**config.mk**
```make
export PLATFORM = sky130hd
export DESIGN_NAME = cr_io_top
export DESIGN_NICKNAME = d
export VERILOG_FILES = /design/src/source/cr_map_pkg.sv /design/src/source/board_io_pkg.sv /design/src/source/cr_io_top.sv /design/src/source/cr_mem.sv /design/src/source/kbd_fifo.sv
export SDC_FILE = /design/constraint.sdc
export NUM_CORES = 1
export LEC_CHECK = 0
export CAP_MARGIN = 20
export CORE_MARGIN = 2
export CORE_UTILIZATION = 60
export DETAILED_ROUTE_END_ITERATION = 10
export DONT_BUFFER_PORTS = 1
export GPL_TIMING_DRIVEN = 0
export HOLD_SLACK_MARGIN = 0.06
export PLACE_DENSITY = 0.74
export SYNTH_ARGS = -nofsm -noshare
export SYNTH_HDL_FRONTEND = slang
export SYNTH_SLANG_ARGS = --single-unit
```
**constraint.sdc**
```tcl
create_clock -name Clk -period 3.4 [get_ports Clk]
set_clock_uncertainty 0.1 [all_clocks]
set_input_delay 0.17 -clock Clk [delete_from_list [all_inputs] [get_ports Clk]]
set_output_delay 0.17 -clock Clk [all_outputs]
set_load 0.02 [all_outputs]
```
**src/source/cr_map_pkg.sv**
```systemverilog
// Control-register map package: register offsets, word width and board field widths
package cr_map_pkg;

    // ----------------------------------------
    // Word and field widths
    // ----------------------------------------

    // Register word on both ports
    localparam int CR_DATA_W = 32;

    // One seven-segment digit byte
    localparam int SEG7_W    = 8;
    // LED bank
    localparam int LED_W     = 10;
    // Slide switches
    localparam int SWITCH_W  = 10;
    // Joystick axis sample, per axis
    localparam int JOY_W     = 12;
    // PS/2 scan-code byte
    localparam int KBD_W     = 8;

    // ----------------------------------------
    // Register offsets
    // ----------------------------------------

    // Word aligned, step of 4, anything else unmapped
    typedef enum logic [31:0] {
        // Read/write from the core, read only from the fabric
        CR_SEG7_0       = 32'h0000_0000,
        CR_SEG7_1       = 32'h0000_0004,
        CR_SEG7_2       = 32'h0000_0008,
        CR_SEG7_3       = 32'h0000_000C,
        CR_SEG7_4       = 32'h0000_0010,
        CR_SEG7_5       = 32'h0000_0014,
        CR_LED          = 32'h0000_0018,
        CR_KBD_SCANF_EN = 32'h0000_001C,
        // Read only, sampled from the board or the keyboard queue
        CR_BUTTON_0     = 32'h0000_0020,
        CR_BUTTON_1     = 32'h0000_0024,
        CR_SWITCH       = 32'h0000_0028,
        CR_JOYSTICK_X   = 32'h0000_002C,
        CR_JOYSTICK_Y   = 32'h0000_0030,
        CR_KBD_READY    = 32'h0000_0034,
        CR_KBD_DATA     = 32'h0000_0038
    } t_cr_addr;

endpackage

```
**src/source/board_io_pkg.sv**
```systemverilog
// Board I/O package: pin bundles and the keyboard queue control and read words
package board_io_pkg;

    // ----------------------------------------
    // Board pins
    // ----------------------------------------

    // Raw board inputs, 36 bits
    typedef struct packed {
        logic                              button_0;
        logic                              button_1;
        logic [cr_map_pkg::SWITCH_W-1:0]   switch;
        logic [cr_map_pkg::JOY_W-1:0]      joystick_x;
        logic [cr_map_pkg::JOY_W-1:0]      joystick_y;
    } t_fpga_in;

    // Board outputs, 58 bits
    // Segment bytes go to external decoders
    typedef struct packed {
        logic [cr_map_pkg::SEG7_W-1:0]     seg7_0;
        logic [cr_map_pkg::SEG7_W-1:0]     seg7_1;
        logic [cr_map_pkg::SEG7_W-1:0]     seg7_2;
        logic [cr_map_pkg::SEG7_W-1:0]     seg7_3;
        logic [cr_map_pkg::SEG7_W-1:0]     seg7_4;
        logic [cr_map_pkg::SEG7_W-1:0]     seg7_5;
        logic [cr_map_pkg::LED_W-1:0]      led;
    } t_fpga_out;

    // ----------------------------------------
    // Keyboard queue
    // ----------------------------------------

    // Head of queue as seen by the register block
    typedef struct packed {
        logic                              kbd_ready;
        logic [cr_map_pkg::KBD_W-1:0]      kbd_data;
    } t_kbd_data_rd;

    // Register block to queue
    typedef struct packed {
        logic                              kbd_pop;
        logic                              kbd_scanf_en;
    } t_kbd_ctrl;

endpackage

```
**src/source/cr_io_top.sv**
```systemverilog
// Control-register I/O top: register memory joined to the keyboard scan-code queue
`timescale 1ns/1ps

module cr_io_top #(
    parameter int KBD_FIFO_DEPTH = 8
) (
    input  logic                             Clk,
    input  logic                             reset,
    // Core port
    input  logic [cr_map_pkg::CR_DATA_W-1:0] data,
    input  logic [31:0]                      address,
    input  logic                             wren,
    input  logic                             rden,
    output logic [cr_map_pkg::CR_DATA_W-1:0] q,
    // Fabric port
    input  logic [31:0]                      address_b,
    output logic [cr_map_pkg::CR_DATA_W-1:0] q_b,
    // Board pins
    input  board_io_pkg::t_fpga_in           fpga_in,
    output board_io_pkg::t_fpga_out          fpga_out,
    // Scan codes from the PS/2 receiver
    input  logic                             scan_valid,
    input  logic [cr_map_pkg::KBD_W-1:0]     scan_code
);
    import board_io_pkg::*;

    // Register block <-> queue
    t_kbd_ctrl    kbd_ctrl;
    t_kbd_data_rd kbd_data_rd;

    // Register memory
    cr_mem u_cr_mem (
        .Clk         (Clk),
        .reset       (reset),
        .data        (data),
        .address     (address),
        .wren        (wren),
        .rden        (rden),
        .q           (q),
        .address_b   (address_b),
        .q_b         (q_b),
        .fpga_in     (fpga_in),
        .kbd_data_rd (kbd_data_rd),
        .kbd_ctrl    (kbd_ctrl),
        .fpga_out    (fpga_out)
    );

    // Keyboard scan-code queue
    kbd_fifo #(
        .KBD_FIFO_DEPTH (KBD_FIFO_DEPTH)
    ) u_kbd_fifo (
        .Clk         (Clk),
        .reset       (reset),
        .scan_valid  (scan_valid),
        .scan_code   (scan_code),
        .kbd_ctrl    (kbd_ctrl),
        .kbd_data_rd (kbd_data_rd)
    );

endmodule

```
**src/source/cr_mem.sv**
```systemverilog
// Control-register memory: core and fabric read ports, board input sync, output pipeline
`timescale 1ns/1ps

module cr_mem (
    input  logic                             Clk,
    input  logic                             reset,
    // Core port
    input  logic [cr_map_pkg::CR_DATA_W-1:0] data,
    input  logic [31:0]                      address,
    input  logic                             wren,
    input  logic                             rden,
    output logic [cr_map_pkg::CR_DATA_W-1:0] q,
    // Fabric port, read only
    input  logic [31:0]                      address_b,
    output logic [cr_map_pkg::CR_DATA_W-1:0] q_b,
    // Board inputs, asynchronous
    input  board_io_pkg::t_fpga_in           fpga_in,
    // Keyboard queue
    input  board_io_pkg::t_kbd_data_rd       kbd_data_rd,
    output board_io_pkg::t_kbd_ctrl          kbd_ctrl,
    // Board outputs
    output board_io_pkg::t_fpga_out          fpga_out
);
    import cr_map_pkg::*;
    import board_io_pkg::*;

    // Input sync chain: fpga_in -> fpga_in_1 -> fpga_in_2
    t_fpga_in             fpga_in_1;
    t_fpga_in             fpga_in_2;

    // Output pipeline: out_pend_next -> out_pend -> fpga_out
    t_fpga_out            out_pend;
    t_fpga_out            out_pend_next;

    // Keyboard register, head of queue one edge late
    t_kbd_data_rd         kbd_reg;
    logic                 scanf_en;
    logic                 scanf_en_next;

    // Read words before the output flops
    logic [CR_DATA_W-1:0] pre_q;
    logic [CR_DATA_W-1:0] pre_q_b;

    // Read mux shared by both ports
    // Fields zero-extended to the word, unmapped offsets read zero
    function automatic logic [CR_DATA_W-1:0] read_word(input logic [31:0] addr);
        logic [CR_DATA_W-1:0] word;
        word = '0;
        case (t_cr_addr'(addr))
            // Read/write registers, from the live output stage
            CR_SEG7_0:       word = CR_DATA_W'(fpga_out.seg7_0);
            CR_SEG7_1:       word = CR_DATA_W'(fpga_out.seg7_1);
            CR_SEG7_2:       word = CR_DATA_W'(fpga_out.seg7_2);
            CR_SEG7_3:       word = CR_DATA_W'(fpga_out.seg7_3);
            CR_SEG7_4:       word = CR_DATA_W'(fpga_out.seg7_4);
            CR_SEG7_5:       word = CR_DATA_W'(fpga_out.seg7_5);
            CR_LED:          word = CR_DATA_W'(fpga_out.led);
            CR_KBD_SCANF_EN: word = CR_DATA_W'(scanf_en);
            // Read-only registers
            CR_BUTTON_0:     word = CR_DATA_W'(fpga_in_2.button_0);
            CR_BUTTON_1:     word = CR_DATA_W'(fpga_in_2.button_1);
            CR_SWITCH:       word = CR_DATA_W'(fpga_in_2.switch);
            CR_JOYSTICK_X:   word = CR_DATA_W'(fpga_in_2.joystick_x);
            CR_JOYSTICK_Y:   word = CR_DATA_W'(fpga_in_2.joystick_y);
            CR_KBD_READY:    word = CR_DATA_W'(kbd_reg.kbd_ready);
            CR_KBD_DATA:     word = CR_DATA_W'(kbd_reg.kbd_data);
            default:         word = '0;
        endcase
        return word;
    endfunction

    // ----------------------------------------
    // Core write decode
    // ----------------------------------------

    // Pending word holds its value unless written
    always_comb begin
        out_pend_next = out_pend;
        scanf_en_next = scanf_en;
        if (wren) begin
            case (t_cr_addr'(address))
                CR_SEG7_0:       out_pend_next.seg7_0 = data[SEG7_W-1:0];
                CR_SEG7_1:       out_pend_next.seg7_1 = data[SEG7_W-1:0];
                CR_SEG7_2:       out_pend_next.seg7_2 = data[SEG7_W-1:0];
                CR_SEG7_3:       out_pend_next.seg7_3 = data[SEG7_W-1:0];
                CR_SEG7_4:       out_pend_next.seg7_4 = data[SEG7_W-1:0];
                CR_SEG7_5:       out_pend_next.seg7_5 = data[SEG7_W-1:0];
                CR_LED:          out_pend_next.led    = data[LED_W-1:0];
                CR_KBD_SCANF_EN: scanf_en_next        = data[0];
                // Read-only and unmapped offsets ignore writes
                default: begin
                    out_pend_next = out_pend;
                end
            endcase
        end
    end

    // ----------------------------------------
    // Read paths
    // ----------------------------------------

    always_comb begin
        // Core read zero without rden
        pre_q   = rden ? read_word(address) : '0;
        // Fabric reads every cycle
        pre_q_b = read_word(address_b);
    end

    // ----------------------------------------
    // Registers
    // ----------------------------------------

    always_ff @(posedge Clk) begin
        if (reset) begin
            out_pend <= '0;
            fpga_out <= '0;
            scanf_en <= 1'b0;
            kbd_reg  <= '0;
            q        <= '0;
            q_b      <= '0;
        end else begin
            // Write lands in pending stage, pins one edge later
            out_pend <= out_pend_next;
            fpga_out <= out_pend;
            scanf_en <= scanf_en_next;
            kbd_reg  <= kbd_data_rd;
            q        <= pre_q;
            q_b      <= pre_q_b;
        end
    end

    // Two-flop sync of board pins
    always_ff @(posedge Clk) begin
        fpga_in_1 <= fpga_in;
        fpga_in_2 <= fpga_in_1;
    end

    // ----------------------------------------
    // Keyboard queue control
    // ----------------------------------------

    // Pop at the edge of a core read of the data register
    always_comb begin
        kbd_ctrl.kbd_pop      = rden && (address == CR_KBD_DATA);
        kbd_ctrl.kbd_scanf_en = scanf_en;
    end

    // ----------------------------------------
    // Checks
    // ----------------------------------------

    // Core port is single-access per cycle
    a_no_rd_wr : assert property (
        @(posedge Clk) disable iff (reset)
        !(wren && rden)
    ) else $error("cr_mem: wren and rden high together");

    // No queue pop may slip in during reset
    a_no_pop_in_reset : assert property (
        @(posedge Clk)
        reset |-> !kbd_ctrl.kbd_pop
    ) else $error("cr_mem: kbd_pop during reset");

endmodule

```
**src/source/kbd_fifo.sv**
```systemverilog
// Keyboard scan-code FIFO: pushes strobed codes while scanning is enabled, pops on core read
`timescale 1ns/1ps

module kbd_fifo #(
    parameter int KBD_FIFO_DEPTH = 8
) (
    input  logic                         Clk,
    input  logic                         reset,
    // Ready-made scan code from the PS/2 receiver
    input  logic                         scan_valid,
    input  logic [cr_map_pkg::KBD_W-1:0] scan_code,
    // Pop and scan enable from the register block
    input  board_io_pkg::t_kbd_ctrl      kbd_ctrl,
    // Head of queue back to the register block
    output board_io_pkg::t_kbd_data_rd   kbd_data_rd
);
    import cr_map_pkg::*;

    // Depth is a power of two, so pointers wrap on their own
    localparam int PTR_W = $clog2(KBD_FIFO_DEPTH);
    // One extra state for the full queue
    localparam int CNT_W = $clog2(KBD_FIFO_DEPTH + 1);

    // Code storage
    logic [KBD_W-1:0] mem [KBD_FIFO_DEPTH];

    logic [PTR_W-1:0] rd_ptr;
    logic [PTR_W-1:0] wr_ptr;
    logic [CNT_W-1:0] count;

    logic             empty;
    logic             full;
    logic             push;
    logic             pop;

    // ----------------------------------------
    // Status and qualified strobes
    // ----------------------------------------

    assign empty = (count == '0);
    assign full  = (count == CNT_W'(KBD_FIFO_DEPTH));

    // Codes seen while scanning is off, or while full, are lost
    assign push  = scan_valid && kbd_ctrl.kbd_scanf_en && !full;
    // Pop of an empty queue is ignored
    assign pop   = kbd_ctrl.kbd_pop && !empty;

    // ----------------------------------------
    // Storage and pointers
    // ----------------------------------------

    // Write side of the buffer
    always_ff @(posedge Clk) begin
        if (push) begin
            mem[wr_ptr] <= scan_code;
        end
    end

    always_ff @(posedge Clk) begin
        if (reset) begin
            rd_ptr <= '0;
            wr_ptr <= '0;
            count  <= '0;
        end else begin
            if (push) begin
                wr_ptr <= wr_ptr + 1'b1;
            end
            if (pop) begin
                rd_ptr <= rd_ptr + 1'b1;
            end
            // Push and pop together leave the count alone
            case ({push, pop})
                2'b10:   count <= count + 1'b1;
                2'b01:   count <= count - 1'b1;
                default: count <= count;
            endcase
        end
    end

    // Head of queue, same cycle
    // Data forced to zero while empty so a stray read sees no stale code
    always_comb begin
        kbd_data_rd.kbd_ready = !empty;
        kbd_data_rd.kbd_data  = empty ? '0 : mem[rd_ptr];
    end

    // ----------------------------------------
    // Checks
    // ----------------------------------------

    // Occupancy bound over any push/pop sequence
    a_count_bound : assert property (
        @(posedge Clk) disable iff (reset)
        count <= CNT_W'(KBD_FIFO_DEPTH)
    ) else $error("kbd_fifo: count %0d above depth %0d", count, KBD_FIFO_DEPTH);

endmodule

```
; Yosys cells after proc, flatten, opt, wreduce, memory -nomap -nowiden
; Memory sizes are Yosys's and may differ from the RTL's. A register that Yosys moved wholly into a read port is not among the register bits.
; Index checks and enable logic that the tools add are counted.
[op_classes]
div_mod_pow = 0
add_sub_neg = 4
mul = 0
n_eq_ne = 31
bitwise = 1
magnitude_cmp = 0
muxes = 5
shift = 0
n_reduce_logical = 20
[op_table]
columns = cell, n
row1 = "32-bit by 6-bit == test with 1-bit output, second input constant", 14
row2 = 12-bit case mux with 15 select lines, 2
row3 = "32-bit by 5-bit == test with 1-bit output, second input constant", 8
row4 = "32-bit by 4-bit == test with 1-bit output, second input constant", 4
row5 = "32-bit by 3-bit == test with 1-bit output, second input constant", 2
row6 = 32-bit logical NOT, 2
row7 = 2-bit AND reduction, 8
row8 = 4-bit case mux with 2 select lines, 1
row9 = "3-bit by 1-bit adder with 3-bit output, second input constant", 2
row10 = "4-bit by 1-bit adder with 4-bit output, second input constant", 1
row11 = "4-bit == test, second input constant", 1
row12 = 1-bit logical AND, 4
row13 = 4-bit logical NOT, 1
row14 = 2-bit OR reduction, 2
row15 = "4-bit by 1-bit subtractor with 4-bit output, second input constant", 1
row16 = "2-bit by 1-bit == test with 1-bit output, second input constant", 1
row17 = "2-bit == test, second input constant", 1
row18 = 1-bit logical NOT, 2
row19 = 1-bit 2-to-1 mux, 2
row20 = 2-bit nonzero test, 1
row21 = 1-bit inverter, 1
[word_totals]
output_inout_bits = 122
memories = 1
input_bits = 145
rom_bits = 0
latchBits = 0
ram_bits = 64
regBits = 264
elab_cells = 93
[mem_list]
columns = memory, words, width, read_ports, rd_clocked_by_memory_dff, wr, line
row1 = u_kbd_fifo.mem, 8, 8, 1, 1, 1, kbd_fifo.sv:25  ; logic [KBD_W-1:0] mem [KBD_FIFO_DEPTH];

; Longest topological paths before layout
[logic_depth]
word_depth = 5
mapped_depth = 13
depth_no_buf = 12

; By module
; Synthesis repeated with hierarchy kept, for this count alone.
[unflattened]
cells_unflattened = 986
area_unflattened_um2 = 11320.9
[by_module_without_submodules]
columns = module, seq_area_each_um2, cells_each, area_each_um2, instances
row1 = cr_mem, 4444.3, 808, 8204.1, 1
row2 = kbd_fifo, 2182.1, 178, 3116.7, 1

; Least setup slack after synthesis
; Ideal clock, no wire load.
[synth_timing]
path_kind = in2reg
start = input port address[20]
end = register u_kbd_fifo.count[2]
path_buffers = 1
setup_time_ns = 0.071
path_slack_ns = 0.631
stages = 13
arrival_time_ns = 2.599
required_ns = 3.229
cell_sequence = nor4_2 > nand4_4 > buf_6 > nor2_4 > nand2_1 > nor3_1 > ha_1 > xor2_1 > ha_1 > a21oi_1 > xor2_1 > or3_1 > a21oi_1
[synth_between]
elab_chain_len = 5
elab_cells_between_ends = 7
cone_classes = eq/ne: 3 / mux: 1 / reduce/logical: 3
[synth_rtl]
columns = element, line
row1 = "start, declared", cr_io_top.sv:11  ; input logic [31:0] address,
row2 = 32-bit by 6-bit == test with 1-bit output *, cr_mem.sv:144  ; kbd_ctrl.kbd_pop = rden && (address == CR_KBD_DATA);
row3 = 1-bit logical AND *, cr_mem.sv:144
row4 = 1-bit logical AND *, kbd_fifo.sv:46  ; assign pop = kbd_ctrl.kbd_pop && !empty;
row5 = via u_kbd_fifo.pop, kbd_fifo.sv:34  ; logic pop;
row6 = 2-bit by 1-bit == test with 1-bit output or 2-bit == test (tied branches), kbd_fifo.sv:72  ; case ({push, pop})
row7 = 4-bit case mux with 2 select lines or 2-bit nonzero test (tied branches), -
row8 = "end signal, assigned", kbd_fifo.sv:73  ; 2'b10: count <= count + 1'b1;
row9 = "end signal, assigned", kbd_fifo.sv:74  ; 2'b01: count <= count - 1'b1;
row10 = "end signal, assigned", kbd_fifo.sv:75  ; default: count <= count;
row11 = "end, declared", kbd_fifo.sv:29  ; logic [CNT_W-1:0] count;
; Mark *: on every way through the listed nets, which the timed path passes. The rest lies on a longest branch.
; A chain may end at the register's enable or synchronous reset.

; Worst setup path in the final report
[layout_timing]
start = input port address[29]
end = register u_kbd_fifo.count[2]
; Same word-level chain as after synthesis.

==> summary.txt <==
status: completed
max reg flops: 64
Seq/Total Area, Yosys: 57.9%
GPL Wtd Cong: 0.995
Synth top area share: 40.9%
Final HPWL DP: 25.8 mm
Initial Util: 60.9%
total power density per cell area: 539 nW/um2
CTS Buf Count: 28
placed insts: 1241
Cells after Synth: 965
Max Clk Rate: 0.305 GHz
nets: 1288
WP data required: 3790 ps
Vias/cell: 6.11
share of cells above drive strength 1: 13.7%
full die area: 20000 um2
Hold Crit Class: primary input to flop
die span in x: 142 um
Post-synth ARST share: 0%
vias in the first global route: 8426
core area: 18600 um2
Yosys top cell by area: dfxtp_1
RR Startpoint: u_kbd_fifo.count[1]
CP Data Arrival Time: 3670 ps
DRC: 0
most frequent cells in the layout: dfxtp_1, nor2_1, dlygate4sd3_1
Synth Cell Area: 11300 um2
unrepaired setup endpoints after global routing: true
I/O Buffers: 0
Clk Latency, worst-skew pair: 560 ps
I/O pins: 267
Area contributors post-synth: dfxtp_1, edfxtp_1, mux2i_1
die height: 142 um
antenna violations before repair: 1
total wire length: 36.6 mm
crit-path max FO: 10
global route overflow: 0
WHS: 70.9 ps
Setup-failing EPs final: 0
synth warn: 0
post-synthesis to final-layout area growth: 22.4%
wire length of the first global-routing pass: 53.3 mm
Tcrit/Tclk final: 96.3%
VDD IR max: 0.000487 V
startpoint class of the critical path: primary input
Avg Inst Size Synth: 11.8 um2
Synth Register Bits: 296
Yosys cell types: 62
biggest regs: u_kbd_fifo.mem: 64 flops, u_cr_mem.fpga_out: 58 flops, u_cr_mem.out_pend: 58 flops
drt initial violations: 785
Critical Path Source: address[29]
Min-Delay Startpoint: fpga_in[24]
clock tree buffer depth: 3
largest net degree at the start of global routing: 17
postcts setup bufs: 0
FILL cells: 1221
Sink Count: 296
standard-cell rows: 50
worst rel slew slack: 26.7%
antenna-violating nets left: 0
H-Tree Depth: 1
drt first pass iters: 6
setup slack after layout: 126 ps
clk root buf: clkbuf_16
total track usage: 36.1%
Slew Limit Fails: 0
max-cap viol count: 0
DP Worst Slack: -50.4 ps
commonest non-fill, non-tap cell in the layout: dfxtp_1
EDFF count, synth: 64
Setup crit end kind: flop
dominant synthesized flop cell: dfxtp_1
Tightest Pin Transition: 1100 ps
via count: 8530
Leakage: 4.95 nW
critical path class: primary input to flop
final hold viol count: 0
clock slew at reported path FFs: 60 ps
fin crit period: 3270 ps
largest register by flop count: u_kbd_fifo.mem
drt wl/cell: 26.2 um
CTS tree: done
Non-Filler Instances: 1395
cells in the mapped netlist (4+ instances only):
cell / count
dfxtp_1: 232
nor2_1: 101
edfxtp_1: 64
mux2i_1: 62
nor2b_1: 60
nand2_1: 57
buf_4: 42
a21oi_1: 38
clkbuf_1: 36
a22oi_1: 27
mux4_2: 25
a22o_1: 20
nor4_1: 16
a32oi_1: 15
nor3_1: 13
o21ai_0: 13
a31oi_1: 10
nand4_1: 9
mux2_2: 8
buf_1: 7
nand3_1: 7
and3_1: 6
nor4_2: 6
nor4_4: 6
a222oi_1: 5
buf_2: 5
ha_1: 5
a311oi_1: 4
inv_1: 4
nand2b_1: 4
nand3b_1: 4
nor4b_1: 4
or2_2: 4
xor2_1: 4
report_power, final:
group          internal [mW]  switching, mW
combinational          0.134          0.188
sequential              3.63         0.0294
clock                   2.17           1.34
total                   5.93           1.56
final cells by class:
type                    instances  area [um2]  share of cell area [%]
inverters                       4        15.0                   0.108
clock buffers                  31         732                    5.27
multi-input cells             612        4400                    31.7
clock inverters                21         337                    2.42
flip-flops and latches        296        6570                    47.2
plain buffers                  92         524                    3.77
well taps                     234         293                    2.11
repair buffers                104        1030                    7.38
diodes                          1        2.50                  0.0180
layer usage:
| metal | vias up | global-route usage, % | routed length, um |
|---|---|---|---|
| met5 | - | 0 | 0 |
| met4 | 0 | 17.7 | 2090 |
| met3 | 135 | 9.69 | 3710 |
| met2 | 499 | 59.7 | 17400 |
| met1 | 4094 | 44.1 | 13400 |
| li1 | 3802 | - | - |
per-stage QoR:
stage                     instance area (um2)  util, %  power, mW  setup TNS, ps
after floorplan                         11500        -       3.89              0
after global placement                  11800     63.2       3.95              0
after detailed placement                11800     63.3       3.95          -50.4
after CTS                               13900     74.4       7.50              0
after global routing                    13900     74.5       7.68          -36.6
final                                   13900     74.5       7.49              0
kinds of logic (layout without fill, tap and decap cells):
| logic type | Yosys count | count (layout) | synth area share, % |
|---|---|---|---|
| adder cells (fa/ha/maj) | 5 | 5 | 0.551 |
| multiplexers | 95 | 95 | 11.2 |
| AO/OA/AOI/OAI | 148 | 148 | 9.30 |
| buffers and inverters | 96 | 252 | 4.75 |
| other | 1 | 41 | 0.0330 |
| XOR/XNOR | 6 | 6 | 0.463 |
| AND/OR/NAND/NOR | 318 | 318 | 15.8 |
| flip-flops | 296 | 296 | 57.9 |
worst max-delay path, stage by stage:
cell,delay (ps)
dlygate4sd3_1,550
nor4_2,230
nand4_4,290
buf_6,280
nor2_4,290
nand2_1,120
nor3_2,360
ha_1,340
xor2_1,170
ha_1,160
a21oi_1,50
xor2_1,170
or3_1,320
a21oi_1,140
repair_timing:
action	4_1_cts	5_1_grt
endpoints found under the setup margin	0	3
gates resized for setup	0	2
hold buffers	100	1
hold endpoints to repair	177	1
path summary, 6_finish.rpt:
check	to	slack, ps	cells past startpoint
hold reg to reg	u_cr_mem.fpga_in_2[24]	220	0
hold / removal	u_cr_mem.fpga_in_1[24]	70	1
setup reg to reg	u_kbd_fifo.count[2]	390	10
setup / recovery	u_kbd_fifo.count[2]	130	14
Power figures use the tool's default switching activity.
